===== config.mk =====
export PLATFORM = sky130hd
export DESIGN_NAME = vlane_slice
export DESIGN_NICKNAME = d
export VERILOG_FILES = /design/src/vslide_types_pkg.sv /design/src/vlane_slice.sv
export SDC_FILE = /design/constraint.sdc
export NUM_CORES = 1
export LEC_CHECK = 0
export BUFFER_PORTS_ARGS = -buffer_cell sky130_fd_sc_hd__buf_2
export CORE_MARGIN = 4
export CORE_UTILIZATION = 60
export DETAILED_ROUTE_END_ITERATION = 8
export PLACE_DENSITY_LB_ADDON = 0.05
export SYNTH_ARGS = -nofsm -noshare
export SYNTH_HDL_FRONTEND = slang
export SYNTH_SLANG_ARGS = --single-unit

===== constraint.sdc =====
create_clock -name clk_i -period 3.9 [get_ports clk_i]
set_clock_uncertainty 0.1 [all_clocks]
set_input_delay 0 -clock clk_i [delete_from_list [all_inputs] [get_ports clk_i]]
set_output_delay 0 -clock clk_i [all_outputs]
set_load 0.05 [all_outputs]

===== src/vslide_types_pkg.sv =====
package vslide_types_pkg;

    // element width, fixed for this unit
    localparam int ELEM_W = 32;

    // defaults the typedefs below are sized for
    localparam int LANES_DEFAULT = 8;
    localparam int ROWS_DEFAULT  = 8;
    localparam int ELEMS_DEFAULT = LANES_DEFAULT * ROWS_DEFAULT;

    localparam int SHAMT_W = $clog2(ELEMS_DEFAULT) + 2;   // 8 bits for 64 elements
    localparam int ROW_W   = $clog2(ROWS_DEFAULT);

    // one vector element
    typedef logic [ELEM_W-1:0] elem_t;

    // one flag per lane
    typedef logic [LANES_DEFAULT-1:0] lane_mask_t;

    // slide amount in elements, also used as the host element address
    typedef logic [SHAMT_W-1:0] shamt_t;

    // row index inside one lane bank
    typedef logic [ROW_W-1:0] row_t;

endpackage


===== src/vlane_slice.sv =====
`timescale 1ns/1ps

module vlane_slice #(
    parameter int VREG_LOC_PER_LANE = 8
) (
    input  logic                      clk_i,
    input  logic                      rst_i,
    input  logic                      host_we_i,
    input  vslide_types_pkg::row_t    host_row_i,
    input  vslide_types_pkg::elem_t   host_wdata_i,
    output vslide_types_pkg::elem_t   host_rdata_o,
    input  vslide_types_pkg::row_t    rd_row_i,
    output vslide_types_pkg::elem_t   rd_data_o,
    input  logic                      wr_en_i,
    input  vslide_types_pkg::row_t    wr_row_i,
    input  vslide_types_pkg::elem_t   wr_data_i
);

    vslide_types_pkg::elem_t src_bank [VREG_LOC_PER_LANE];
    vslide_types_pkg::elem_t dst_bank [VREG_LOC_PER_LANE];

    // source column, host side only
    always_ff @(posedge clk_i) begin
        if (host_we_i) begin
            src_bank[host_row_i] <= host_wdata_i;
        end
    end

    // destination column, cleared so unslid reads give zero
    always_ff @(posedge clk_i) begin
        if (!rst_i) begin
            for (int r = 0; r < VREG_LOC_PER_LANE; r++) begin
                dst_bank[r] <= '0;
            end
        end else if (wr_en_i) begin
            dst_bank[wr_row_i] <= wr_data_i;
        end
    end

    assign rd_data_o    = src_bank[rd_row_i];
    assign host_rdata_o = dst_bank[host_row_i];

endmodule


==> impl_results.md <==
* Status: complete, no violations
* Worst setup path category: in2reg
* Finished Cell Area at between 20000 and 25000 um^2
* GR Util All Layers at 23.4%
* Hpwl dp at 24.9 mm
* Final non-filler cell total at around 1900
* Post-CTS Setup Inserts at 0
* Core ar. at ~35000 um^2
* Fillers at 2198
* Post-synth cell types at 28
* Post-Syn Area per Cell at around 18 um^2
* Initial antenna violation count at 2
* Routed len/inst at 23.8 um
* Clock Pin Slew Worst Setup and Hold Paths at 0.06 ns
* Post-placement cell count at 1716
* Fmax at 366 MHz
* I/O pins at 141
* Part of the cycle the worst path needs at 70.1%
* Row count at between 60 and 70
* DRT iter0 DRCs at 762
* CTS resizes at 0
* DR vias at 11000
* Top post-synthesis cells by area: edfxtp_1 (72%), and2_1 (7.5%), mux4_2 (5.9%)
* CTS tree: yes
* Max_cap viols at 0
* TritonCTS Buffers at 52
* #FFs+latches synth at 512
* Layout cells sized above 1 at 26.0%
* Die H at 197 um
* Pre-Repair DR Iteration Count at 5
* Synthesized instance count at ~1200
* Final setup vio count at 0
* Slew HR at 26.5%
* Fin nets at between 1000 and 1500
* Total negative slack at 0 ns
* Crit path launch type: primary input
* Top-count cell post-synth: edfxtp_1
* Critical path buffer and inverter count at 3
* Worst-Margin Slew at 1.10 ns
* Crit-path max FO at 33
* CTS Sinks at roughly 510
* Root Buffer: clkbuf_16
* Post-Syn Area at 21400 um^2
* HP Class: in2reg
* Clock period minus final worst setup slack at around 2.7 ns
* Initial core utilization at 61.4%
* Yosys Warn Count at 0
* Vias in the first global route at about 12000
* Total Wirelength at 44.6 mm
* Endpoints failing hold at 0
* CP max stage delay at 0.83 ns
* Cell at the slowest stage of the critical path: nand2b_2
* Final core utilization at 71.5%
* Grt ovf at 0
* CP Capture Type: register
* Number of port buffers at 140
* Critical path required time at around 4.0 ns
* Die width at 197 um
* Dpl cell area at 22700 um^2
* Post-synth EDFFs at 512
* PwrDens at 486 nW/um^2
* GP Congestion at between 0.7 and 0.8
* Register area share after synthesis at 71.8%
* Die Area at 38800 um^2
* Setup WS post-layout at 1.17 ns
* Pin count of the biggest net entering global routing at 64
* DRC Markers at 0
* # hold bufs at CTS at 65
* Async SR Flop Fraction at 0%
* Place WS at 1.09 ns
* Top_reg_cell synth: edfxtp_1
* Leakage at about 8.8 nW
* Synth-to-layout area growth at 16.5%
* Crit path cell chain: dlygate4sd3_1 -> buf_2 -> nand3_1 -> nor3_4 -> buf_4 -> nand2b_2
* Syn Nets at 1236
* ANT nets after route at 0
* Slew Viols, Final at 0
* Bufs on Longest Clock Path at 3
* Area leader, netlist: edfxtp_1
* Synth cell count leaders: edfxtp_1 (512), and2_1 (257), mux4_2 (56), mux2_2 (45), mux4_1 (40)
* VDD IR max at 0.432 mV
* Antenna cells at 0
* H-tree lvl count at 2
* CP delay by family, top: simple AND/OR/NAND/NOR gates
* Arrival time at the worst endpoint at 2.83 ns
* First-pass GRT wire length at around 69 mm
* Yosys top cell area share at between 70 and 80%
* RSZ-0062 raised after global routing: no
* DR vias/cell at 5.88
-- tightest hold or removal path, cell delays in order --
cell and delay (ns):
buf_2 0.10, nand2_1 0.26, nor2_4 0.17
-- cells by family (layout without fill, tap and decap cells) --
family	Yosys count	in the layout	synth area share, %
AO/OA/AOI/OAI	86	86	3.07
buffers and inverters	91	350	2.09
flip-flops	512	512	71.8
multiplexers	173	173	14.7
AND/OR/NAND/NOR	297	297	8.38
-- per-stage QoR --
stage                     hold slack, ns  total power, W
after floorplan                 -0.00113         0.00725
after global placement             0.164         0.00758
after detailed placement           0.172         0.00761
after CTS                         0.0381          0.0122
after global routing              0.0883          0.0125
final                             0.0576          0.0121
-- cells in the final DEF (no fill, tap or decap), types with 11 or more instances in the layout --
| cell | instances |
|---|---|
| a22oi_1 | 16 |
| clkbuf_16 | 53 |
| mux4_2 | 56 |
| buf_2 | 137 |
| nand2_1 | 14 |
| mux4_1 | 40 |
| a211o_1 | 16 |
| dlygate4sd3_1 | 65 |
| clkbuf_1 | 11 |
| and2_1 | 257 |
| edfxtp_1 | 512 |
| o211ai_1 | 16 |
| mux2i_1 | 32 |
| clkinv_1 | 14 |
| inv_1 | 16 |
| a21oi_1 | 13 |
| mux2_2 | 45 |
| buf_4 | 39 |
| o32a_1 | 16 |
-- layout make-up --
type	instances	area, um^2	share of cell area (%)
sequential	512	15400	61.6
clock buffer	64	1370	5.48
inverter	17	63.8	0.256
multi-input combinational	556	5750	23.0
timing repair buffer	241	1630	6.53
clock inverter	28	193	0.772
tap	455	569	2.28
-- power by group --
part | switching, W | total, W | leakage (nW) | internal (W)
combinational | 0.000751 | 0.00115 | 3.28 | 0.000399
clock | 0.00198 | 0.00459 | 0.770 | 0.00261
sequential | 0.0000606 | 0.00638 | 4.78 | 0.00632
total | 0.00279 | 0.0121 | 8.83 | 0.00933
-- layer usage --
| metal | share of wire [%] | wire, um | track usage [%] |
|---|---|---|---|
| met1 | 41 | 18100 | 32.0 |
| met4 | 2.1 | 956 | 6.88 |
| met3 | 5.8 | 2570 | 3.73 |
| met2 | 51 | 22900 | 39.8 |
| met5 | 0.052 | 23 | 0 |
-- path summary, 6_finish.rpt --
check | end | slack, ns | startpoint | cells past startpoint
worst min-delay path | src_bank[5][5] | 0.06 | host_we_i | 3
worst max-delay path | dst_bank[2][13] | 1.17 | rst_i | 6
-- flip-flops by register name (all words and copies together), names as in the netlist --
register / cells
dst_bank: 256
src_bank: 256
(Power assumes the default switching activity.)
