**config.mk**
```make
export PLATFORM = sky130hd
export DESIGN_NAME = slide_rotator
export DESIGN_NICKNAME = d
export VERILOG_FILES = /design/src/vslide_types_pkg.sv /design/src/slide_rotator.sv
export SDC_FILE = /design/constraint.sdc
export NUM_CORES = 1
export LEC_CHECK = 0
export ABC_AREA = 1
export BUFFER_PORTS_ARGS = -buffer_cell sky130_fd_sc_hd__buf_2
export CAP_MARGIN = 10
export CORE_AREA = 2 2 214 216
export DETAILED_ROUTE_END_ITERATION = 7
export DIE_AREA = 0 0 216 218
export PLACE_DENSITY = 0.67
export SLEW_MARGIN = 0
export SYNTH_ARGS = -nofsm -noshare
export SYNTH_HDL_FRONTEND = slang
export SYNTH_SLANG_ARGS = --single-unit
```
**constraint.sdc**
```tcl
create_clock -name clk_i -period 1.7 [get_ports clk_i]
set_input_delay 0.085 -clock clk_i [delete_from_list [all_inputs] [get_ports clk_i]]
set_output_delay 0.085 -clock clk_i [all_outputs]
set_load 0.01 [all_outputs]
```
**src/vslide_types_pkg.sv**
```systemverilog
package vslide_types_pkg;

    // element width, fixed for this unit
    localparam int ELEM_W = 32;

    // defaults the typedefs below are sized for
    localparam int LANES_DEFAULT = 8;
    localparam int ROWS_DEFAULT  = 8;
    localparam int ELEMS_DEFAULT = LANES_DEFAULT * ROWS_DEFAULT;

    localparam int SHAMT_W = $clog2(ELEMS_DEFAULT) + 2;   // 8 bits for 64 elements
    localparam int ROW_W   = $clog2(ROWS_DEFAULT);

    // one vector element
    typedef logic [ELEM_W-1:0] elem_t;

    // one flag per lane
    typedef logic [LANES_DEFAULT-1:0] lane_mask_t;

    // slide amount in elements, also used as the host element address
    typedef logic [SHAMT_W-1:0] shamt_t;

    // row index inside one lane bank
    typedef logic [ROW_W-1:0] row_t;

endpackage

```
**src/slide_rotator.sv**
```systemverilog
`timescale 1ns/1ps

module slide_rotator #(
    parameter int VLANE_NUM = 8
) (
    input  logic                                     clk_i,
    input  logic                                     rst_i,
    input  vslide_types_pkg::elem_t [VLANE_NUM-1:0]  rd_data_i,
    input  logic [VLANE_NUM-1:0]                     valid_i,
    input  logic [VLANE_NUM-1:0]                     pattern_i,
    input  logic                                     first_row_i,
    input  logic                                     row_we_i,
    input  logic                                     dir_i,
    input  vslide_types_pkg::shamt_t                 shamt_i,
    output vslide_types_pkg::elem_t [VLANE_NUM-1:0]  wr_data_o,
    output logic [VLANE_NUM-1:0]                     wr_en_o
);

    localparam int LANE_W = $clog2(VLANE_NUM);

    vslide_types_pkg::elem_t [VLANE_NUM-1:0] data_q;
    logic [VLANE_NUM-1:0]                    valid_q;
    logic                                    we_q;
    logic                                    first_q;
    logic [LANE_W-1:0]                       rot;

    assign rot = shamt_i[LANE_W-1:0];   // SA mod lanes

    // row register, invalid lanes forced to zero
    always_ff @(posedge clk_i) begin
        for (int i = 0; i < VLANE_NUM; i++) begin
            data_q[i] <= valid_i[i] ? rd_data_i[i] : '0;
        end
    end

    always_ff @(posedge clk_i) begin
        if (!rst_i) begin
            valid_q <= '0;
            we_q    <= 1'b0;
            first_q <= 1'b0;
        end else begin
            valid_q <= valid_i;
            we_q    <= row_we_i;
            first_q <= first_row_i;
        end
    end

    // dest lane j pulls from source lane j+rot (down) or j-rot (up)
    always_comb begin
        logic [LANE_W-1:0] src;
        for (int j = 0; j < VLANE_NUM; j++) begin
            src = dir_i ? LANE_W'(j) - rot : LANE_W'(j) + rot;
            wr_data_o[j] = data_q[src];
            // first row writes data lanes plus the zero-filled ones
            wr_en_o[j] = we_q & (~first_q | pattern_i[src] | ~valid_q[src]);
        end
    end

endmodule

```
==> impl_metrics.tcl <==
set metrics [dict create \
    async_flop_share_pct 0 \
    wirelength_mm 94.1 \
    yosys-top-cells-count "nand2_1, o21ai_0, inv_1" \
    use_met1_pct 36.7 \
    drt_iter0_markers 2304 \
    cts_buffers 36 \
    slew_viol_final 0 \
    relSlewSlack_pct 56.1 \
    antenna_found_initial 5 \
    post-route-period-util_pct 110 \
    globalRouteMet3Util_pct 6.11 \
    max_freq_mhz 537 \
    initial_utilization_pct 36.5 \
    violations "setup timing" \
    grt_pass1_wl_mm 116 \
    fp-row-count 78 \
    path_max_fanout 2 \
    syn-num-nets 2865 \
    wire_per_inst_um 22.7 \
    vias 22900 \
    finalHoldViolCount 0 \
    ys_types 17 \
    synth_area_leaders "dfxtp_1, nand2_1, o21ai_0" \
    min_path_cells 3 \
    port_buffers 543 \
    synth-main-ff-cell "dfxtp_1" \
    worstSetupPathType "register to output pin" \
    grt.met2_usage_pct 56.4 \
    power.total_mw 24.1 \
    leakagePower_nw 14.9 \
    ios 549 \
    outcome "complete, but fails checks" \
    powerDensity_nw_per_um2 786 \
    avgSynthCellArea_um2 6.36 \
    cts_root_buffer "clkbuf_16" \
    htree_levels 2 \
    nFillCells 3121 \
    routed_via_density 5.53 \
    clock_sinks 266 \
    hp-class "primary input to register" \
    syn_area_um2 16400 \
    yosys_warnings 0 \
    finish.utilization_pct 68.1 \
    synth.most_common_cell "nand2_1" \
    clk_pin_slew_worst_paths_ns 0.06 \
    worstSetupEndpointType "output pin" \
    post-dp-hpwl_mm 49.8 \
    setup_ws_ns -0.163 \
    die-area_um2 47100 \
    cp.required_ns 1.62 \
    top_usage_layer "met2" \
    grt_max_degree 68 \
    clockBufferDepth 3 \
    grt_pass1_vias 20500 \
    die_width_um 216 \
    yosys.area.top_type_share_pct 32.5 \
    rsz0062_at_grt "true" \
    die_h_um 218 \
    gp_congestion 0.958 \
    tightest_slew_ns 0.658 \
    syn2layout_area_growth_pct 86.5 \
    fin_setup_tns_ns -7.50 \
    ir_worst_vdd_mv 0.699 \
    synth_seq_cells 266 \
    detail-route-antenna-nets 0 \
    nets 3811 \
    arrival_ns 1.78 \
    cts_tree "done" \
    remaining_drc_errors 0 \
    final_layout_size_suffix_gt1_share_pct 43.3 \
    yosys.area.top_type "dfxtp_1" \
    cap_violations 0 \
    core_um2 44900 \
    period_minus_slack_ns 1.86 \
    finalSetupViolations 164 \
    yosysSeqAreaShare_pct 32.5 \
    synth_cells 2578 \
    grt-ovfl-total 0 \
    synth_edf_count 0 \
    start_kind "register" \
    grt.total_usage_pct 32.5 \
    firstDrtPassIters 6 \
]
-- worst max-delay path, stage by stage, from the launching register on --
cell	delay, ns
dfxtp_1	0.32
inv_1	0.07
o21ai_2	0.30
mux2i_4	0.13
o21ai_1	0.24
buf_2	0.18
-- what timing repair did --
item | in CTS | in global routing
endpoints found under the hold margin | 266 | 0
cloned | 18 | 27
buffers inserted | 24 | 32
setup endpoints to repair | 261 | 264
hold buffers | 335 | 0
pin swaps | 39 | 128
resized for setup | 522 | 798
-- power by group --
part           switching (mW)  internal (mW)
sequential              0.194           6.59
combinational            5.44           4.21
clock                    3.08           4.55
-- layout by cell type, fill, tap and decap left out, types with 11 or more instances in the layout --
| cell type | count |
|---|---|
| nand2_1 | 841 |
| buf_2 | 521 |
| inv_1 | 342 |
| dlygate4sd3_1 | 335 |
| o21ai_2 | 294 |
| dfxtp_1 | 214 |
| o21ai_1 | 176 |
| o21ai_4 | 86 |
| mux2i_4 | 79 |
| buf_4 | 73 |
| nand2_2 | 70 |
| buf_6 | 59 |
| mux2i_1 | 57 |
| mux2i_2 | 56 |
| clkbuf_16 | 55 |
| dfxtp_2 | 51 |
| buf_12 | 49 |
| inv_2 | 38 |
| o21ai_0 | 20 |
| buf_16 | 20 |
| nand3_1 | 18 |
| nand2_4 | 15 |
| buf_8 | 15 |
| nand3_2 | 11 |
| nand2_8 | 11 |
-- flip-flops by register name, indices dropped and copies added, names as in the netlist --
name / count
we_q: 1
data_q: 256
first_q: 1
valid_q: 8
-- final cells by class --
type / count / area (um2) / area share, %
diodes: 1 / 2.50 / 0.00818
multi-input cells: 1742 / 12400 / 40.5
clock inverters: 16 / 155 / 0.507
flip-flops and latches: 266 / 5390 / 17.6
clock buffers: 49 / 1020 / 3.34
inverters: 387 / 1480 / 4.84
well taps: 600 / 751 / 2.45
repair buffers: 1091 / 9410 / 30.8
-- kinds of logic after synthesis --
| logic type | count (synthesis) | share of synthesized area, % |
|---|---|---|
| adders and majority gates | 2 | 0.153 |
| DFF | 266 | 32.5 |
| buffers and inverters | 573 | 15.6 |
| AOI/OAI and AO/OA | 576 | 17.6 |
| muxes | 192 | 11.7 |
| and+or+nand+nor | 969 | 22.5 |
-- metrics by stage --
step / worst slack, ns / cells / hold WS, ns / cell area, um2
finish: -0.163 / 4152 / 0.0763 / 30600
global route: -0.257 / 4151 / 0.0699 / 30600
CTS: -0.0879 / 4102 / 0.0331 / 26900
detailed placement: -0.292 / 3667 / 0.268 / 20400
global placement: -0.280 / 3667 / 0.265 / 20400
floorplan: -0.0969 / 2578 / 0.178 / 16500
-- path summary, 6_finish.rpt --
kind	start	endpoint	slack, ns
setup / recovery	data_q[181]	wr_data_o[85]	-0.16
hold / removal	valid_i[3]	data_q[99]	0.08
-- per-layer routing --
| metal | share of wire [%] | up-vias |
|---|---|---|
| li1 | - | 10100 |
| met1 | 35 | 10400 |
| met2 | 46 | 1832 |
| met3 | 11 | 603 |
| met4 | 8.6 | 4 |
| met5 | 0.024 | - |
Power figures use the tool's default switching activity.
