### config.mk
export PLATFORM = sky130hd
export DESIGN_NAME = column_offset_register
export DESIGN_NICKNAME = d
export VERILOG_FILES = /design/src/vslide_types_pkg.sv /design/src/vslide_ctrl_pkg.sv /design/src/column_offset_register.sv
export SDC_FILE = /design/constraint.sdc
export NUM_CORES = 1
export LEC_CHECK = 0
export BUFFER_PORTS_ARGS = -buffer_cell sky130_fd_sc_hd__buf_4
export CORE_UTILIZATION = 25
export DETAILED_ROUTE_END_ITERATION = 8
export SYNTH_ARGS = -nofsm -noshare
export SYNTH_HDL_FRONTEND = slang
export SYNTH_SLANG_ARGS = --single-unit
### constraint.sdc
create_clock -name clk_i -period 3.6 [get_ports clk_i]
set_input_delay 0.54 -clock clk_i [delete_from_list [all_inputs] [get_ports clk_i]]
set_output_delay 0.54 -clock clk_i [all_outputs]
set_load 0.1 [all_outputs]
### src/vslide_types_pkg.sv
package vslide_types_pkg;

    // element width, fixed for this unit
    localparam int ELEM_W = 32;

    // defaults the typedefs below are sized for
    localparam int LANES_DEFAULT = 8;
    localparam int ROWS_DEFAULT  = 8;
    localparam int ELEMS_DEFAULT = LANES_DEFAULT * ROWS_DEFAULT;

    localparam int SHAMT_W = $clog2(ELEMS_DEFAULT) + 2;   // 8 bits for 64 elements
    localparam int ROW_W   = $clog2(ROWS_DEFAULT);

    // one vector element
    typedef logic [ELEM_W-1:0] elem_t;

    // one flag per lane
    typedef logic [LANES_DEFAULT-1:0] lane_mask_t;

    // slide amount in elements, also used as the host element address
    typedef logic [SHAMT_W-1:0] shamt_t;

    // row index inside one lane bank
    typedef logic [ROW_W-1:0] row_t;

endpackage

### src/vslide_ctrl_pkg.sv
package vslide_ctrl_pkg;

    // command to the per-lane offset registers
    typedef enum logic [1:0] {
        OFF_NOP       = 2'd0,
        OFF_ROT_RIGHT = 2'd1,   // lane i takes lane i-1
        OFF_ROT_LEFT  = 2'd2,   // lane i takes lane i+1
        OFF_LOAD      = 2'd3    // parallel load from the adders
    } offset_op_e;

    // what the per-lane adders compute for a parallel load
    typedef enum logic [1:0] {
        ADD_SA_PLUS_LANE              = 2'd0,   // slide up
        ADD_SA_PLUS_NLANES_MINUS_LANE = 2'd1,   // slide down
        ADD_DECREMENT                 = 2'd2    // offset - 1, floor at zero
    } adder_sel_e;

    // slide sequencer
    typedef enum logic [2:0] {
        ST_IDLE  = 3'd0,
        ST_LOAD  = 3'd1,
        ST_COUNT = 3'd2,
        ST_WALK  = 3'd3,
        ST_DONE  = 3'd4
    } seq_state_e;

endpackage

### src/column_offset_register.sv
`timescale 1ns/1ps

module column_offset_register #(
    parameter int VLANE_NUM         = 8,
    parameter int VREG_LOC_PER_LANE = 8
) (
    input  logic                         clk_i,
    input  logic                         rst_i,
    input  vslide_ctrl_pkg::offset_op_e  input_sel_i,
    input  vslide_ctrl_pkg::adder_sel_e  adder_input_sel_i,
    input  logic                         en_comp_i,
    input  logic                         start_decrementor_i,
    input  vslide_types_pkg::shamt_t     shift_amount_i,
    output logic [VLANE_NUM-1:0]         valid_data_o,
    output logic [VLANE_NUM-1:0]         slide_write_data_pattern_o,
    output logic                         enable_write_slide_o
);

    localparam int LANE_W  = $clog2(VLANE_NUM);
    localparam int SA_W    = $bits(vslide_types_pkg::shamt_t);
    localparam int SUM_W   = SA_W + 1;
    localparam int QUOT_W  = SUM_W - LANE_W;
    localparam int OFF_W   = $clog2(VREG_LOC_PER_LANE) + 1;
    localparam int WAIT_W  = SA_W - LANE_W;

    logic [VLANE_NUM-1:0][OFF_W-1:0] offset_q;
    logic [VLANE_NUM-1:0][OFF_W-1:0] offset_d;
    logic [VLANE_NUM-1:0][OFF_W-1:0] load_val;
    logic [VLANE_NUM-1:0]            nonzero;
    logic [VLANE_NUM-1:0]            valid;
    logic [VLANE_NUM-1:0]            pattern_q;
    logic                            en_comp_q;
    logic                            first_row;
    logic [WAIT_W-1:0]               wait_cnt;
    logic                            load_sa;

    //////////////////////////////
    // per-lane adders
    //////////////////////////////
    for (genvar i = 0; i < VLANE_NUM; i++) begin : g_lane
        logic [SUM_W-1:0]  sum;
        logic [QUOT_W-1:0] quot;
        logic [OFF_W-1:0]  next_val;

        always_comb begin
            case (adder_input_sel_i)
                vslide_ctrl_pkg::ADD_SA_PLUS_LANE:
                    sum = SUM_W'(shift_amount_i) + SUM_W'(i);
                vslide_ctrl_pkg::ADD_SA_PLUS_NLANES_MINUS_LANE:
                    sum = SUM_W'(shift_amount_i) + SUM_W'(VLANE_NUM - 1 - i);  // SA + N - 1 - i
                default:
                    sum = '0;
            endcase
            quot = sum[SUM_W-1:LANE_W];   // row offset = sum / lanes

            if (adder_input_sel_i == vslide_ctrl_pkg::ADD_DECREMENT) begin
                next_val = nonzero[i] ? offset_q[i] - 1'b1 : '0;
            end else if (quot > QUOT_W'(VREG_LOC_PER_LANE)) begin
                next_val = OFF_W'(VREG_LOC_PER_LANE);   // past the bank, never valid
            end else begin
                next_val = OFF_W'(quot);
            end
        end

        assign load_val[i] = next_val;
        assign nonzero[i]  = (offset_q[i] != '0);
    end

    // next offsets
    always_comb begin
        case (input_sel_i)
            vslide_ctrl_pkg::OFF_ROT_RIGHT: begin
                for (int i = 1; i < VLANE_NUM; i++) begin
                    offset_d[i] = offset_q[i-1];
                end
                offset_d[0] = offset_q[VLANE_NUM-1];
            end
            vslide_ctrl_pkg::OFF_ROT_LEFT: begin
                for (int i = 0; i < VLANE_NUM - 1; i++) begin
                    offset_d[i] = offset_q[i+1];
                end
                offset_d[VLANE_NUM-1] = offset_q[0];
            end
            vslide_ctrl_pkg::OFF_LOAD: offset_d = load_val;
            default:                   offset_d = offset_q;
        endcase
    end

    always_ff @(posedge clk_i) begin
        if (!rst_i) begin
            offset_q <= '0;
        end else begin
            offset_q <= offset_d;
        end
    end

    //////////////////////////////
    // valid lanes and first row
    //////////////////////////////
    assign valid     = en_comp_i ? ~nonzero : '0;   // zero offset means source in range
    assign first_row = en_comp_i & ~en_comp_q;      // rising edge of the walk

    always_ff @(posedge clk_i) begin
        if (!rst_i) begin
            en_comp_q <= 1'b0;
            pattern_q <= '0;
        end else begin
            en_comp_q <= en_comp_i;
            if (first_row) begin
                pattern_q <= valid;   // lanes carrying data in the first row
            end
        end
    end

    assign valid_data_o               = valid;
    assign slide_write_data_pattern_o = pattern_q;

    //////////////////////////////
    // write enable countdown
    //////////////////////////////
    assign load_sa = (input_sel_i == vslide_ctrl_pkg::OFF_LOAD) &&
                     (adder_input_sel_i != vslide_ctrl_pkg::ADD_DECREMENT);

    always_ff @(posedge clk_i) begin
        if (!rst_i) begin
            wait_cnt <= '0;
        end else if (load_sa) begin
            wait_cnt <= shift_amount_i[SA_W-1:LANE_W];   // SA / lanes
        end else if (start_decrementor_i && wait_cnt != '0) begin
            wait_cnt <= wait_cnt - 1'b1;
        end
    end

    assign enable_write_slide_o = (wait_cnt == '0);

endmodule

==> impl_results.md <==
* Initial antenna violation count at 0
* CP Buf/Inv Count at 2
* Worst hold slack at 464 ps
* CP top delay family: simple AND/OR/NAND/NOR gates
* GRT Total Usage at 16.7%
* Sw power at 807 µW
* Clock Skew at 12.7 ps
* Ys async rst share at 0%
* Worst-path fanout max at 4
* RSZ-0062 raised after global routing: false
* Sum Neg Setup Slack at 0 ps
* CP peak stage delay at 610 ps
* Boundary Pins at 33
* DR pass1 iterations at 5
* Clk_lat worst skew at 300 ps
* Final count of hold timing violations at 0
* Static leakage at 1.82 nW
* Clk slew on worst S/H paths at 80 ps
* Sw frac at 43.3%
* Avg Inst Size Synth at 6.93 µm²
* Gpl congestion at 0.911
* # diodes at 0
* Vias per cell at 5.66
* Number of hold buffers added after cts at 0
* XOR/XNOR share of the synthesized area at 6.08%
* Kind of critical path: reg -> out
* Post-Route WL at 15.6 mm
* Critical Path, Cell by Cell: inv_1, ha_1, nor3b_1, and2_1, buf_4
* Seq cells post-synth at 46
* CTS resizes at 0
* Max Fclk at 378 MHz
* Mapped cell area at 0.00461 mm²
* CTS tree: done
* Ys flop type: dfxtp_1
* Hold path start: slide_write_data_pattern_o[4]
* Post-synthesis mux area share at 5.02%
* H-tree depth at 2
* Vias in the first global route at 4269
* Drt wl/cell at 17.6 µm
* Layout cell share with drive strength beyond 1 at 10.2%
* Library cells used by synthesis at 67
* Critical Path Slowest Stage Cell: nor3b_1
* Clock Sink Count at 46
* Clock power share at 26.3%
* Combinational fraction of design power at 41.4%
* Post-synthesis compound-gate area fraction at 32.6%
* Final number of setup-violating endpoints at 0
* Syn_nets at 695
* Die area at 0.0190 mm²
* Largest net degree at the start of global routing at 52
* Via count at 5013
* Worst-case clock buffer depth at 2
* Drc violations at 0
* M1 WL at 7.47 mm
* Post-DP HPWL at 11.2 mm
* First-pass GRT wire length at 24.4 mm
* Crit Reg-Reg Startpoint: offset_q[20]
* Final ANT Viol Nets at 0
* Pint at 1.06 mW
* Crit end category: output port
* Worst Path Required at 3060 ps
* Max_cap viols at 0
* CORE AREA at 0.0180 mm²
* Final Max Slew Viols at 0
* Site Rows at 49
* Worst path arrival time at 2110 ps
* Status: complete, no violations
* Die Width at 138 µm
* Post-Synth Adder-Cell Area at 3.80%
* Crit path from: offset_q[4]
* Synth warn at 0
* Initial Util at 25.6%
* CP Launch Type: flip-flop
* Synth Area in Simple Gates at 25.1%
* Final Critical Period at 2650 ps
* HP Class: reg -> reg
* Met3 wire length at 1.47 mm
* DR WL met2 at 6.50 mm
* Seq/Total Area, Yosys at 20.0%
* TritonCTS Buffers at 5
* Highest metal used: met4
* # port buffers at 32
* Layout area overhead at 10.7%
* Power Density at 365 mW/mm²
* Period utilization at 73.6%
* Post-synth EDFFs at 0
* Die extent in y at 138 µm
* Fillers at 2023
* Largest family of logic cells by synthesized area: compound AO/OA/AOI/OAI gates
* Global route overflow at 0
* Post-CTS Setup Repair Bufs at 0
* DR iter-0 viols at 469
* Clk Tree Root Cell: clkbuf_16
* Synthesized instance count at 665
* Final #Nets at 686
* Slew HR at 46.3%
* Measured slew at the worst slew-check pin at 798 ps
* Seq pwr share at 32.3%
* Peak VDD IR at 185 µV
[synthesized netlist by cell type (4+ instances only)]
library cell | number | area (µm²)
o211ai_1 | 9 | 67.6
mux2_2 | 6 | 67.6
mux2i_1 | 15 | 150
xor2_1 | 9 | 78.8
nor2_1 | 56 | 210
a211oi_1 | 7 | 52.6
nand2_1 | 80 | 300
o221ai_1 | 13 | 114
nand2b_1 | 5 | 31.3
o22ai_1 | 11 | 68.8
nand3_1 | 15 | 75.1
nor3b_1 | 6 | 45.0
o21ai_0 | 55 | 275
xnor2_1 | 23 | 201
and2_1 | 11 | 68.8
a22oi_1 | 12 | 90.1
a21oi_1 | 40 | 200
nor2b_1 | 8 | 50.1
a2bb2oi_1 | 4 | 35.0
o311ai_0 | 4 | 35.0
buf_1 | 6 | 22.5
or2_2 | 5 | 31.3
dfxtp_1 | 46 | 921
o31ai_1 | 15 | 113
a31oi_1 | 9 | 56.3
clkbuf_1 | 41 | 154
a21boi_0 | 13 | 97.6
or3_1 | 11 | 68.8
ha_1 | 14 | 175
inv_1 | 27 | 101
nor3_1 | 33 | 165
o211a_1 | 4 | 40.0
[worst paths after layout]
path                              endpoint  slack (ps)  cells after the start
max reg2reg                   offset_q[22]        1540                      7
min          slide_write_data_pattern_o[4]         460                      2
max                        valid_data_o[1]         950                      5
min reg2reg  slide_write_data_pattern_o[4]         460                      2
[placed cells by master, fill, tap and decap left out, types with 12 or more instances in the layout]
cell,Yosys,layout
o221ai_1,13,13
inv_1,27,27
o31ai_1,15,15
nor3_1,33,33
a21boi_0,13,13
ha_1,14,14
o21ai_0,55,55
nand3_1,15,15
xnor2_1,23,23
buf_4,1,38
dfxtp_1,46,46
nor2_1,56,56
a22oi_1,12,12
nand2_1,80,80
mux2i_1,15,15
a21oi_1,40,40
[flip-flops by register name, indices dropped and copies added, names as in the netlist]
register                    cells
wait_cnt                        5
slide_write_data_pattern_o      8
offset_q                       32
en_comp_q                       1
[final cells by class]
type / instances / area, µm² / share of cell area, %
multi-input combinational: 536 / 3350 / 65.7
tap: 229 / 287 / 5.61
inverter: 29 / 109 / 2.13
clock buffer: 5 / 125 / 2.45
sequential: 46 / 921 / 18.0
clock inverter: 3 / 23.8 / 0.466
timing repair buffer: 38 / 285 / 5.59
[kinds of logic after synthesis]
logic type / after synthesis
buffers and inverters: 83
XOR/XNOR: 32
flip-flops: 46
AND/OR/NAND/NOR: 243
AO/OA/AOI/OAI: 225
adder cells (fa/ha/maj): 14
multiplexers: 22
[per-stage QoR]
| step | cell area, µm² | setup WS, ps | total power, mW | std cells | utilization [%] |
|---|---|---|---|---|---|
| CTS | 5100 | 948 | 1.86 | 886 | 28.3 |
| global route | 5100 | 834 | 1.96 | 886 | 28.3 |
| global placement | 4960 | 819 | 1.37 | 878 | 27.5 |
| detailed placement | 4960 | 788 | 1.37 | 878 | 27.5 |
| finish | 5100 | 952 | 1.86 | 886 | 28.3 |
| floorplan | 4620 | 365 | 1.19 | 665 | - |
[layer usage]
| metal | global-route usage [%] | vias to the layer above |
|---|---|---|
| met5 | 0 | - |
| met1 | 25.4 | 2333 |
| met3 | 2.69 | 15 |
| li1 | - | 2402 |
| met4 | 4.53 | 0 |
| met2 | 23.7 | 263 |
[worst register-to-register path, cell delays in order, from the launching register on]
cell and delay (ps):
dfxtp_1 420, inv_1 70, ha_1 240, mux2_2 300
a211oi_1 460, a32o_1 190, nand3_1 140, a31oi_1 170
[power groups by stage]
| stage | clock network (mW) | logic [mW] | registers (mW) |
|---|---|---|---|
| floorplan | 0 | 0.533 | 0.655 |
| global placement | 0 | 0.759 | 0.613 |
| detailed placement | 0 | 0.760 | 0.613 |
| CTS | 0.498 | 0.762 | 0.601 |
| global route | 0.521 | 0.833 | 0.609 |
| finish | 0.490 | 0.771 | 0.602 |
(Power assumes the default switching activity.)
