## src/vslide_types_pkg.sv

```systemverilog
package vslide_types_pkg;

    // element width, fixed for this unit
    localparam int ELEM_W = 32;

    // defaults the typedefs below are sized for
    localparam int LANES_DEFAULT = 8;
    localparam int ROWS_DEFAULT  = 8;
    localparam int ELEMS_DEFAULT = LANES_DEFAULT * ROWS_DEFAULT;

    localparam int SHAMT_W = $clog2(ELEMS_DEFAULT) + 2;   // 8 bits for 64 elements
    localparam int ROW_W   = $clog2(ROWS_DEFAULT);

    // one vector element
    typedef logic [ELEM_W-1:0] elem_t;

    // one flag per lane
    typedef logic [LANES_DEFAULT-1:0] lane_mask_t;

    // slide amount in elements, also used as the host element address
    typedef logic [SHAMT_W-1:0] shamt_t;

    // row index inside one lane bank
    typedef logic [ROW_W-1:0] row_t;

endpackage

```

## src/vslide_ctrl_pkg.sv

```systemverilog
package vslide_ctrl_pkg;

    // command to the per-lane offset registers
    typedef enum logic [1:0] {
        OFF_NOP       = 2'd0,
        OFF_ROT_RIGHT = 2'd1,   // lane i takes lane i-1
        OFF_ROT_LEFT  = 2'd2,   // lane i takes lane i+1
        OFF_LOAD      = 2'd3    // parallel load from the adders
    } offset_op_e;

    // what the per-lane adders compute for a parallel load
    typedef enum logic [1:0] {
        ADD_SA_PLUS_LANE              = 2'd0,   // slide up
        ADD_SA_PLUS_NLANES_MINUS_LANE = 2'd1,   // slide down
        ADD_DECREMENT                 = 2'd2    // offset - 1, floor at zero
    } adder_sel_e;

    // slide sequencer
    typedef enum logic [2:0] {
        ST_IDLE  = 3'd0,
        ST_LOAD  = 3'd1,
        ST_COUNT = 3'd2,
        ST_WALK  = 3'd3,
        ST_DONE  = 3'd4
    } seq_state_e;

endpackage

```

## src/slide_sequencer.sv

```systemverilog
`timescale 1ns/1ps

module slide_sequencer #(
    parameter int VREG_LOC_PER_LANE = 8
) (
    input  logic                         clk_i,
    input  logic                         rst_i,
    input  logic                         start_i,
    input  logic                         dir_i,
    input  vslide_types_pkg::shamt_t     shamt_i,
    input  logic                         enable_write_i,
    output logic                         busy_o,
    output logic                         done_o,
    output vslide_ctrl_pkg::offset_op_e  offset_op_o,
    output vslide_ctrl_pkg::adder_sel_e  adder_sel_o,
    output logic                         en_comp_o,
    output logic                         start_dec_o,
    output vslide_types_pkg::shamt_t     shamt_o,
    output vslide_types_pkg::row_t       rd_row_o,
    output vslide_types_pkg::row_t       wr_row_o,
    output logic                         row_we_o,
    output logic                         first_row_o
);

    localparam vslide_types_pkg::row_t LAST_ROW = vslide_types_pkg::row_t'(VREG_LOC_PER_LANE - 1);

    vslide_ctrl_pkg::seq_state_e state_q;
    vslide_types_pkg::shamt_t    shamt_q;
    vslide_types_pkg::row_t      walk_q;
    vslide_types_pkg::row_t      wr_row_q;
    logic                        dir_q;

    always_ff @(posedge clk_i) begin
        if (!rst_i) begin
            state_q <= vslide_ctrl_pkg::ST_IDLE;
            shamt_q <= '0;
            dir_q   <= 1'b0;
            walk_q  <= '0;
        end else begin
            case (state_q)
                vslide_ctrl_pkg::ST_IDLE: begin
                    if (start_i) begin
                        shamt_q <= shamt_i;
                        dir_q   <= dir_i;
                        state_q <= vslide_ctrl_pkg::ST_LOAD;
                    end
                end
                vslide_ctrl_pkg::ST_LOAD: state_q <= vslide_ctrl_pkg::ST_COUNT;
                vslide_ctrl_pkg::ST_COUNT: begin
                    if (enable_write_i) begin
                        walk_q  <= '0;
                        state_q <= vslide_ctrl_pkg::ST_WALK;
                    end
                end
                vslide_ctrl_pkg::ST_WALK: begin
                    walk_q <= walk_q + 1'b1;
                    if (walk_q == LAST_ROW) begin
                        state_q <= vslide_ctrl_pkg::ST_DONE;
                    end
                end
                default: state_q <= vslide_ctrl_pkg::ST_IDLE;   // DONE
            endcase
        end
    end

    // write row trails the read row by the rotator stage
    always_ff @(posedge clk_i) begin
        wr_row_q <= rd_row_o;
    end

    // up walks rows upward, down walks from the top row
    assign rd_row_o = dir_q ? walk_q : LAST_ROW - walk_q;
    assign wr_row_o = wr_row_q;

    always_comb begin
        offset_op_o = vslide_ctrl_pkg::OFF_NOP;
        adder_sel_o = vslide_ctrl_pkg::ADD_DECREMENT;
        if (state_q == vslide_ctrl_pkg::ST_LOAD) begin
            offset_op_o = vslide_ctrl_pkg::OFF_LOAD;
            adder_sel_o = dir_q ? vslide_ctrl_pkg::ADD_SA_PLUS_LANE
                                : vslide_ctrl_pkg::ADD_SA_PLUS_NLANES_MINUS_LANE;
        end else if (state_q == vslide_ctrl_pkg::ST_WALK) begin
            offset_op_o = vslide_ctrl_pkg::OFF_LOAD;   // step offsets toward zero
        end
    end

    assign busy_o      = (state_q != vslide_ctrl_pkg::ST_IDLE);
    assign done_o      = (state_q == vslide_ctrl_pkg::ST_DONE);
    assign en_comp_o   = (state_q == vslide_ctrl_pkg::ST_WALK);
    assign start_dec_o = (state_q == vslide_ctrl_pkg::ST_COUNT);
    assign row_we_o    = (state_q == vslide_ctrl_pkg::ST_WALK);
    assign first_row_o = (state_q == vslide_ctrl_pkg::ST_WALK) && (walk_q == '0);
    assign shamt_o     = shamt_q;

endmodule

```

## config.mk

```make
export PLATFORM = sky130hd
export DESIGN_NAME = slide_sequencer
export DESIGN_NICKNAME = d
export VERILOG_FILES = /design/src/vslide_types_pkg.sv /design/src/vslide_ctrl_pkg.sv /design/src/slide_sequencer.sv
export SDC_FILE = /design/constraint.sdc
export NUM_CORES = 1
export LEC_CHECK = 0
export ABC_AREA = 1
export BUFFER_PORTS_ARGS = -buffer_cell sky130_fd_sc_hd__buf_4
export CORE_MARGIN = 2
export CORE_UTILIZATION = 39
export DETAILED_ROUTE_END_ITERATION = 16
export PLACE_DENSITY = 0.71
export SYNTH_ARGS = -nofsm -noshare
export SYNTH_HDL_FRONTEND = slang
export SYNTH_SLANG_ARGS = --single-unit
```

## constraint.sdc

```tcl
create_clock -name clk_i -period 1 [get_ports clk_i]
set_input_delay 0.05 -clock clk_i [delete_from_list [all_inputs] [get_ports clk_i]]
set_output_delay 0.05 -clock clk_i [all_outputs]
set_load 0.03 [all_outputs]
```

==> tab_implementation.tex, run 1 <==
\begin{tabular}{lr}
\hline
Metric & Value \\
\hline
\multicolumn{2}{l}{\textbf{Critical path}} \\
\quad Crit path top cell by count & nor2\_4 \\
\quad Cell family with most CP delay & simple AND/OR/NAND/NOR gates \\
\quad Worst stage delay on the critical path & $\sim$0.4 ns \\
\quad Bufs and invs on worst path & 1 \\
\quad Critical Path Fanout Max & 7 \\
\quad Arrival time worst endpoint & 1.26 ns \\
\quad Sequence of cells on the critical path & nand2\_4, nor2\_4, nand2\_2, nor2\_4, buf\_6 \\
\quad Kind of start point of the critical path & flip-flop \\
\quad Levels on crit path & 5 \\
\quad Cell with the largest stage delay on the worst path & dfxtp\_4 \\
\quad Reg-to-reg slack, setup & -0.24 ns \\
\quad Worst r2r src & walk\_q[1] \\
\quad Worst Reg-to-Reg Cells & 8 \\
\quad Crit. End Element & output pin \\
\quad Worst reg2reg endpoint & state\_q[0] \\
\quad Worst path required time & 0.95 ns \\
\quad CP Class & reg -> out \\
\multicolumn{2}{l}{\textbf{Detailed routing}} \\
\quad Via count normalized by instance count & about 5.5 \\
\quad Violation count after the first detailed-route iteration & 31 \\
\quad Vias after detailed routing & 1,056 \\
\quad Post-DR wirelength/cell & 17.6 µm \\
\quad DRC viols & 0 \\
\quad Count of antenna-violating nets left after detailed routing & 0 \\
\quad Total detailed-routing wirelength & 3.40 mm \\
\quad Number of optimization iterations in the first detailed-route pass & 4 \\
\multicolumn{2}{l}{\textbf{STA}} \\
\quad F\_max & between 700 and 800 MHz \\
\quad Clock tree skew after final layout & 0.0145 ns \\
\quad Max-slew violation count & 0 \\
\quad Setup violators final & 28 \\
\quad Clock period minus final worst setup slack & 1.31 ns \\
\quad RSZ-0062 raised after global routing & true \\
\quad Period utilisation layout & 131\% \\
\quad Headroom to the max-slew limit & just under 70\% \\
\quad Final hold slack & roughly 0.016 ns \\
\quad Final setup slack of the worst path & -0.313 ns \\
\quad Number of hold violations in the final report & 0 \\
\quad Worst Max-Slew Pin Slew & between 0.4 and 0.5 ns \\
\multicolumn{2}{l}{\textbf{Yosys}} \\
\quad Yosys warnings & 0 \\
\quad Post-synthesis instance area & approximately 840 µm² \\
\quad Cell type with the largest total area after synthesis & dfxtp\_1 \\
\quad Post-Syn Nets & 122 \\
\quad Synthesized netlist cell count & between 100 and 150 \\
\quad Cell variety after synth & 20 \\
\quad Average size of a mapped cell & 7.94 µm² \\
\quad Number of flip-flops and latches in the synthesized netlist & 18 \\
\quad Yosys top cell area share & between 40\% and 50\% \\
\quad Fraction of the yosys area taken by sequential cells & a little over two fifths \\
\quad Area contributors post-synth & dfxtp\_1 (43\%), nand2\_1 (8.9\%), nand4\_1 (7.4\%), a21oi\_1 (7.1\%), inv\_1 (4.9\%) \\
\multicolumn{2}{l}{\textbf{Hold path}} \\
\quad Hold depth & 3 \\
\quad Hold Crit Start & shamt\_i[7] \\
\quad Worst min path class & in -> reg \\
\quad Endpoint of the worst hold path & shamt\_o[7] \\
\multicolumn{2}{l}{\textbf{Floorplan}} \\
\quad Core area & about 2000 µm² \\
\quad Vertical die dimension & around 50 µm \\
\quad Io pins & 37 \\
\quad Starting utilization of the core area & between 40 and 50\% \\
\quad Width of the chip & roughly 50 µm \\
\quad Die area & about 2500 µm² \\
\quad Placement row count & 16 \\
\multicolumn{2}{l}{\textbf{Pwr}} \\
\quad Power share of the combinational group & between 50\% and 60\% \\
\quad Relative contribution of the clock network to total power & $\sim$15\% \\
\quad Cell-internal power & about 1.8 mW \\
\quad Areal power density over the cells & between 1500 and 2000 nW/µm² \\
\quad Net switching fraction of the power & 42.8\% \\
\quad Standby leakage power & between 0.7 and 0.8 nW \\
\quad Switching power total & around 1.4 mW \\
\quad Fraction of power consumed by sequential logic & roughly 29\% \\
\quad Pwr Total & between 3 and 4 mW \\
\quad VDD IR-drop max & 1.38 mV \\
\multicolumn{2}{l}{\textbf{GRT}} \\
\quad Number of antenna violations at the first check in global routing & 0 \\
\quad Number of global-route vias before repair & approximately 960 \\
\quad GRT Total Usage & about 21\% \\
\quad Largest net degree at the start of global routing & 13 \\
\quad First-pass GRT wire length & about 4.2 mm \\
\quad Overflow left after global routing & 0 \\
\multicolumn{2}{l}{\textbf{Place}} \\
\quad Post-detailed-placement half-perimeter wirelength & 1.54 mm \\
\quad Number of port buffers & 36 \\
\quad Placer Congestion & between 0.7 and 0.8 \\
\multicolumn{2}{l}{\textbf{Outcome}} \\
\quad Violations in the final reports & setup timing \\
\quad Result of the run & complete, but fails checks \\
\multicolumn{2}{l}{\textbf{Clock tree}} \\
\quad Sinks on Clock Net & 18 \\
\quad H-tree levels & 1 \\
\quad Buffer cell driving the clock tree root & clkbuf\_4 \\
\quad Largest buffer count on any clock path & 2 \\
\quad Clock Pin Slew Worst Setup and Hold Paths & 0.12 ns \\
\quad TritonCTS clock tree & yes \\
\quad Clk Latency, worst-skew pair & around 0.30 ns \\
\quad Total CTS buffers & 3 \\
\multicolumn{2}{l}{\textbf{Final layout}} \\
\quad Share of layout cells above drive strength 1 & between 70\% and 80\% \\
\quad Total number of nets in the final design & between 150 and 200 \\
\quad Count of fill cells added during filler insertion & 104 \\
\quad Antenna cell count & 0 \\
\quad Most common cell after layout, fill and taps aside & buf\_4 \\
\quad Area grow syn2layout & 104\% \\
\quad Commonest cells after routing, fill and taps aside & buf\_4 (36), buf\_6 (24), dfxtp\_1 (11) \\
\multicolumn{2}{l}{\textbf{Run}} \\
\quad Maximum capacitance violations & 0 \\
\hline
\end{tabular}
cell usage after synthesis (all sizes together):
cell    number
xnor2        3
inv         11
dfxtp       18
nand4       10
o21ai        1
nor2         9
a21oi       13
nand3        7
clkbuf       2
nand2       24
buf          5
ha           3
worst max-delay path by stage:
| stage | end | startpoint |
|---|---|---|
| 2_1_floorplan | first_row_o | state_q[0] |
| 3_3_place_gp | state_q[1] | walk_q[1] |
| 3_5_place_dp | state_q[1] | walk_q[1] |
| 4_1_cts | first_row_o | state_q[0] |
| 5_1_grt | first_row_o | state_q[0] |
| 6_report | first_row_o | state_q[1] |
metrics by stage:
| step | cell area, µm² | utilization (%) | setup WS [ns] | setup TNS (ns) | instances |
|---|---|---|---|---|---|
| 5_1_grt | 1720 | 85.7 | -0.345 | -6.29 | 193 |
| 2_1_floorplan | 952 | - | -0.127 | -0.799 | 106 |
| 6_report | 1720 | 85.7 | -0.313 | -5.26 | 193 |
| 3_5_place_dp | 1310 | 65.6 | -0.0792 | -0.684 | 174 |
| 4_1_cts | 1590 | 79.6 | -0.330 | -3.44 | 187 |
| 3_3_place_gp | 1310 | 65.6 | -0.0790 | -0.450 | 174 |
worst reg2reg max path, cell delays in order (launching register included):
cell and delay, ns:
dfxtp_4 0.38, buf_6 0.12, ha_4 0.15, ha_4 0.16
inv_2 0.07, nand2_4 0.06, nand2_2 0.07, nand2_2 0.05
a21oi_2 0.09
registers in the layout (all words and copies together), names as in the netlist:
| signal | flops |
|---|---|
| shamt_o | 8 |
| wr_row_o | 3 |
| walk_q | 3 |
| dir_q | 1 |
| state_q | 3 |
area by class of cell:
type	instances	area [µm²]	area share (%)
multi-input combinational	71	652	38.0
timing repair buffer	62	566	33.0
sequential	18	384	22.4
inverter	11	43.8	2.55
clock buffer	4	36.3	2.12
tap	27	33.8	1.97
power by group through the flow:
| stage | clock network [mW] | logic [mW] | registers (mW) |
|---|---|---|---|
| 2_1_floorplan | 0 | 0.739 | 1.01 |
| 3_3_place_gp | 0 | 1.28 | 0.888 |
| 3_5_place_dp | 0 | 1.30 | 0.892 |
| 4_1_cts | 0.455 | 1.58 | 0.892 |
| 5_1_grt | 0.482 | 1.87 | 0.931 |
| 6_report | 0.464 | 1.79 | 0.921 |
logic make-up after synthesis:
logic type,count (synthesis),synth area share (%)
buffers and inverters,18,10.1
flip-flops,18,42.8
AND/OR/NAND/NOR,50,30.8
XOR/XNOR,3,3.12
AO/OA/AOI/OAI,14,8.77
adder cells (fa/ha/maj),3,4.46
routing by layer:
layer	up-vias	wire length [µm]	GRT usage, %
li1	477	-	-
met1	507	1250	25.5
met2	58	1860	37.9
met3	14	202	3.27
met4	0	87	9.46
met5	-	0	0
what timing repair did:
item	CTS	global route
endpoints found under the setup margin	28	28
pin swaps	15	11
resized for setup	45	24
setup buffers	7	8
cloned	1	0
hold endpoints to repair	1	0
hold buffers	1	0
No activity file was read; power rests on OpenSTA's default activity.
==> run 2, diff against run 1 <==
--- a/config.mk
+++ b/config.mk
@@ -6,11 +6,11 @@
 export NUM_CORES = 1
 export LEC_CHECK = 0
 export ABC_AREA = 1
-export BUFFER_PORTS_ARGS = -buffer_cell sky130_fd_sc_hd__buf_4
 export CORE_MARGIN = 2
 export CORE_UTILIZATION = 39
 export DETAILED_ROUTE_END_ITERATION = 16
-export PLACE_DENSITY = 0.71
+export DONT_BUFFER_PORTS = 1
+export PLACE_DENSITY = 0.55
 export SYNTH_ARGS = -nofsm -noshare
 export SYNTH_HDL_FRONTEND = slang
 export SYNTH_SLANG_ARGS = --single-unit
==> tab_implementation.tex, run 2 (synthesis results as in run 1) <==
\begin{tabular}{lr}
\hline
Metric & Value \\
\hline
\multicolumn{2}{l}{\textbf{Floorplan}} \\
\quad Die area & 2550 µm² (unchanged) \\
\quad Placement row count & 16 (unchanged) \\
\quad Width of the chip & 50.5 µm (unchanged) \\
\quad Starting utilization of the core area & 42.1\% (unchanged) \\
\quad Io pins & 37 (unchanged) \\
\quad Vertical die dimension & 50.5 µm (unchanged) \\
\quad Core area & 2000 µm² (unchanged) \\
\multicolumn{2}{l}{\textbf{STA}} \\
\quad Worst Max-Slew Pin Slew & 0.444 ns (-0.0393 ns) \\
\quad Clock period minus final worst setup slack & 1.27 ns (-0.0442 ns) \\
\quad Setup violators final & 28 (unchanged) \\
\quad Number of hold violations in the final report & 0 (unchanged) \\
\quad Headroom to the max-slew limit & 70.4\% (+2.6 points) \\
\quad F\_max & 788 MHz (+3.5\%) \\
\quad Clock tree skew after final layout & 0.00766 ns (-0.00680 ns) \\
\quad Final setup slack of the worst path & -0.269 ns (+0.0442 ns) \\
\quad RSZ-0062 raised after global routing & true \\
\quad Period utilisation layout & 127\% (-4.4 points) \\
\quad Max-slew violation count & 0 (unchanged) \\
\quad Total Neg Setup Slack & -4.49 ns (+0.768 ns) \\
\multicolumn{2}{l}{\textbf{Final layout}} \\
\quad Antenna cell count & 0 (unchanged) \\
\quad Max FFs per register & 8 (unchanged) \\
\quad Most common cell after layout, fill and taps aside & buf\_4 \\
\quad Area grow syn2layout & 96.0\% \\
\quad Area of all placed cells without fillers & 1650 µm² (-3.8\%) \\
\quad Total number of nets in the final design & 176 (-3.8\%) \\
\quad Share of layout cells above drive strength 1 & 58.5\% (-12 points) \\
\quad Commonest cells after routing, fill and taps aside & buf\_4 (22), buf\_6 (17), nand2\_1 (16) \\
\multicolumn{2}{l}{\textbf{Place}} \\
\quad Instance area after placement & 1200 µm² (-8.6\%) \\
\quad Placer Congestion & 0.786 (+4.0\%) \\
\quad Post-detailed-placement half-perimeter wirelength & 1.47 mm (-4.8\%) \\
\quad Number of port buffers & 0 (-100\%) \\
\multicolumn{2}{l}{\textbf{Pwr}} \\
\quad Pwr Total & 2.98 mW (-6.2\%) \\
\quad Areal power density over the cells & 1800 nW/µm² (-2.6\%) \\
\quad Standby leakage power & 0.691 nW (-6.7\%) \\
\quad VDD IR-drop max & 1.46 mV (+5.2\%) \\
\multicolumn{2}{l}{\textbf{Hold path}} \\
\quad Hold Crit Start & enable\_write\_i \\
\quad Worst min path class & in -> reg \\
\multicolumn{2}{l}{\textbf{Critical path}} \\
\quad Worst Setup SP & state\_q[1] \\
\quad Arrival time worst endpoint & 1.22 ns (-0.04 ns) \\
\quad Sequence of cells on the critical path & inv\_2, buf\_4, nand2\_4, nor2\_4 \\
\quad Levels on crit path & 4 (-1) \\
\quad Worst path required time & 0.95 ns (about the same) \\
\quad Critical Path Fanout Max & 6 (-1) \\
\quad Worst reg2reg endpoint & state\_q[0] \\
\quad Crit. End Element & output pin \\
\quad Kind of start point of the critical path & flip-flop \\
\quad Cell with the largest stage delay on the worst path & dfxtp\_2 \\
\quad Worst Reg-to-Reg Cells & 7 (-1) \\
\quad Endpoint of the most critical setup path & adder\_sel\_o[0] \\
\quad Reg-to-reg slack, setup & -0.19 ns (+0.05 ns) \\
\quad Cell family with most CP delay & flip-flops \\
\quad Worst stage delay on the critical path & 0.35 ns (-0.05 ns) \\
\quad CP Class & reg -> out \\
\quad Worst r2r src & walk\_q[1] \\
\quad Bufs and invs on worst path & 2 (+1) \\
\multicolumn{2}{l}{\textbf{GRT}} \\
\quad First-pass GRT wire length & 4.28 mm (+2.0\%) \\
\quad Number of global-route vias before repair & 971 (+1.7\%) \\
\quad Overflow left after global routing & 0 (unchanged) \\
\quad Number of antenna violations at the first check in global routing & 0 (unchanged) \\
\quad GRT Total Usage & 21.8\% (+0.35 points) \\
\quad Largest net degree at the start of global routing & 13 (unchanged) \\
\multicolumn{2}{l}{\textbf{Run}} \\
\quad Maximum capacitance violations & 0 (unchanged) \\
\multicolumn{2}{l}{\textbf{Clock tree}} \\
\quad Largest buffer count on any clock path & 2 (unchanged) \\
\quad Clk Latency, worst-skew pair & 0.30 ns (about the same) \\
\quad H-tree levels & 1 (unchanged) \\
\quad Buffer cell driving the clock tree root & clkbuf\_4 \\
\quad Clock Pin Slew Worst Setup and Hold Paths & 0.11 ns (about the same) \\
\quad Total CTS buffers & 3 (unchanged) \\
\quad Sinks on Clock Net & 18 (unchanged) \\
\quad TritonCTS clock tree & yes \\
\multicolumn{2}{l}{\textbf{Detailed routing}} \\
\quad Number of optimization iterations in the first detailed-route pass & 4 (unchanged) \\
\quad Vias after detailed routing & 956 (-9.5\%) \\
\quad Count of antenna-violating nets left after detailed routing & 0 (unchanged) \\
\quad Via count normalized by instance count & 5.14 (-6.1\%) \\
\quad DRC viols & 0 (unchanged) \\
\quad Violation count after the first detailed-route iteration & 15 (-52\%) \\
\quad Total detailed-routing wirelength & 2.61 mm (-23\%) \\
\quad Post-DR wirelength/cell & 14.0 µm (-20\%) \\
\multicolumn{2}{l}{\textbf{Outcome}} \\
\quad Violations in the final reports & setup timing \\
\quad Result of the run & complete, but fails checks \\
\hline
\end{tabular}
## run 2: changes by cell type in the layout (fill, tap and decap cells not counted), sizes merged
cell	previous run	this run
buf	61	44
dlygate4sd3	1	11
## run 2: metrics by stage
| step | hold slack [ns] | setup WS [ns] | cells | utilization, % |
|---|---|---|---|---|
| after global placement | 0.164 | -0.0450 | 154 | 60.0 |
| after detailed placement | 0.169 | -0.0770 | 154 | 60.0 |
| after global routing | 0.0217 | -0.311 | 186 | 82.4 |
| after CTS | 0.0122 | -0.253 | 185 | 79.8 |
| after floorplan | 0.162 | -0.127 | 106 | - |
| final | 0.00656 | -0.269 | 186 | 82.4 |
## run 2: worst min-delay path by stage
stage	slack, ns	endpoint	depth (start not counted)
final	0.007	walk_q[0]	3
after global routing	0.02	shamt_o[2]	3
after CTS	0.01	shamt_o[2]	3
after detailed placement	0.17	state_q[0]	2
after global placement	0.16	state_q[0]	2
after floorplan	0.16	state_q[0]	2
## run 2: worst min-delay path, cell delays in order
cell and delay, ns:
nand3_2 0.10, nand2_1 0.08, a21oi_1 0.05
## run 2: final cells by class
| cell class | instances | area (µm²) |
|---|---|---|
| clock buffer | 4 | 36.3 |
| fill | 117 | 352 |
| inverter | 11 | 53.8 |
| multi-input combinational | 71 | 583 |
| sequential | 18 | 377 |
| tap | 27 | 33.8 |
| timing repair buffer | 55 | 567 |
## run 2: report_power, final
| group | leakage [nW] | internal (mW) | switching (mW) |
|---|---|---|---|
| logic | 0.519 | 0.731 | 0.855 |
| clock network | 0.0210 | 0.222 | 0.231 |
| registers | 0.151 | 0.814 | 0.124 |
| total | 0.691 | 1.77 | 1.21 |
## run 2: per-layer routing
metal | track usage [%] | wire [µm]
met2 | 43.0 | 1490
met4 | 3.60 | 10
met1 | 23.7 | 990
met5 | 0 | 0
met3 | 4.76 | 121
## run 2: repair_timing
item                                    4_1_cts  5_1_grt
cloned                                        1        0
pin swaps                                    18        7
setup buffers                                15        2
endpoints found under the setup margin       28       28
hold buffers                                 11        0
gates resized for setup                      35       14
hold endpoints to repair                     12        0
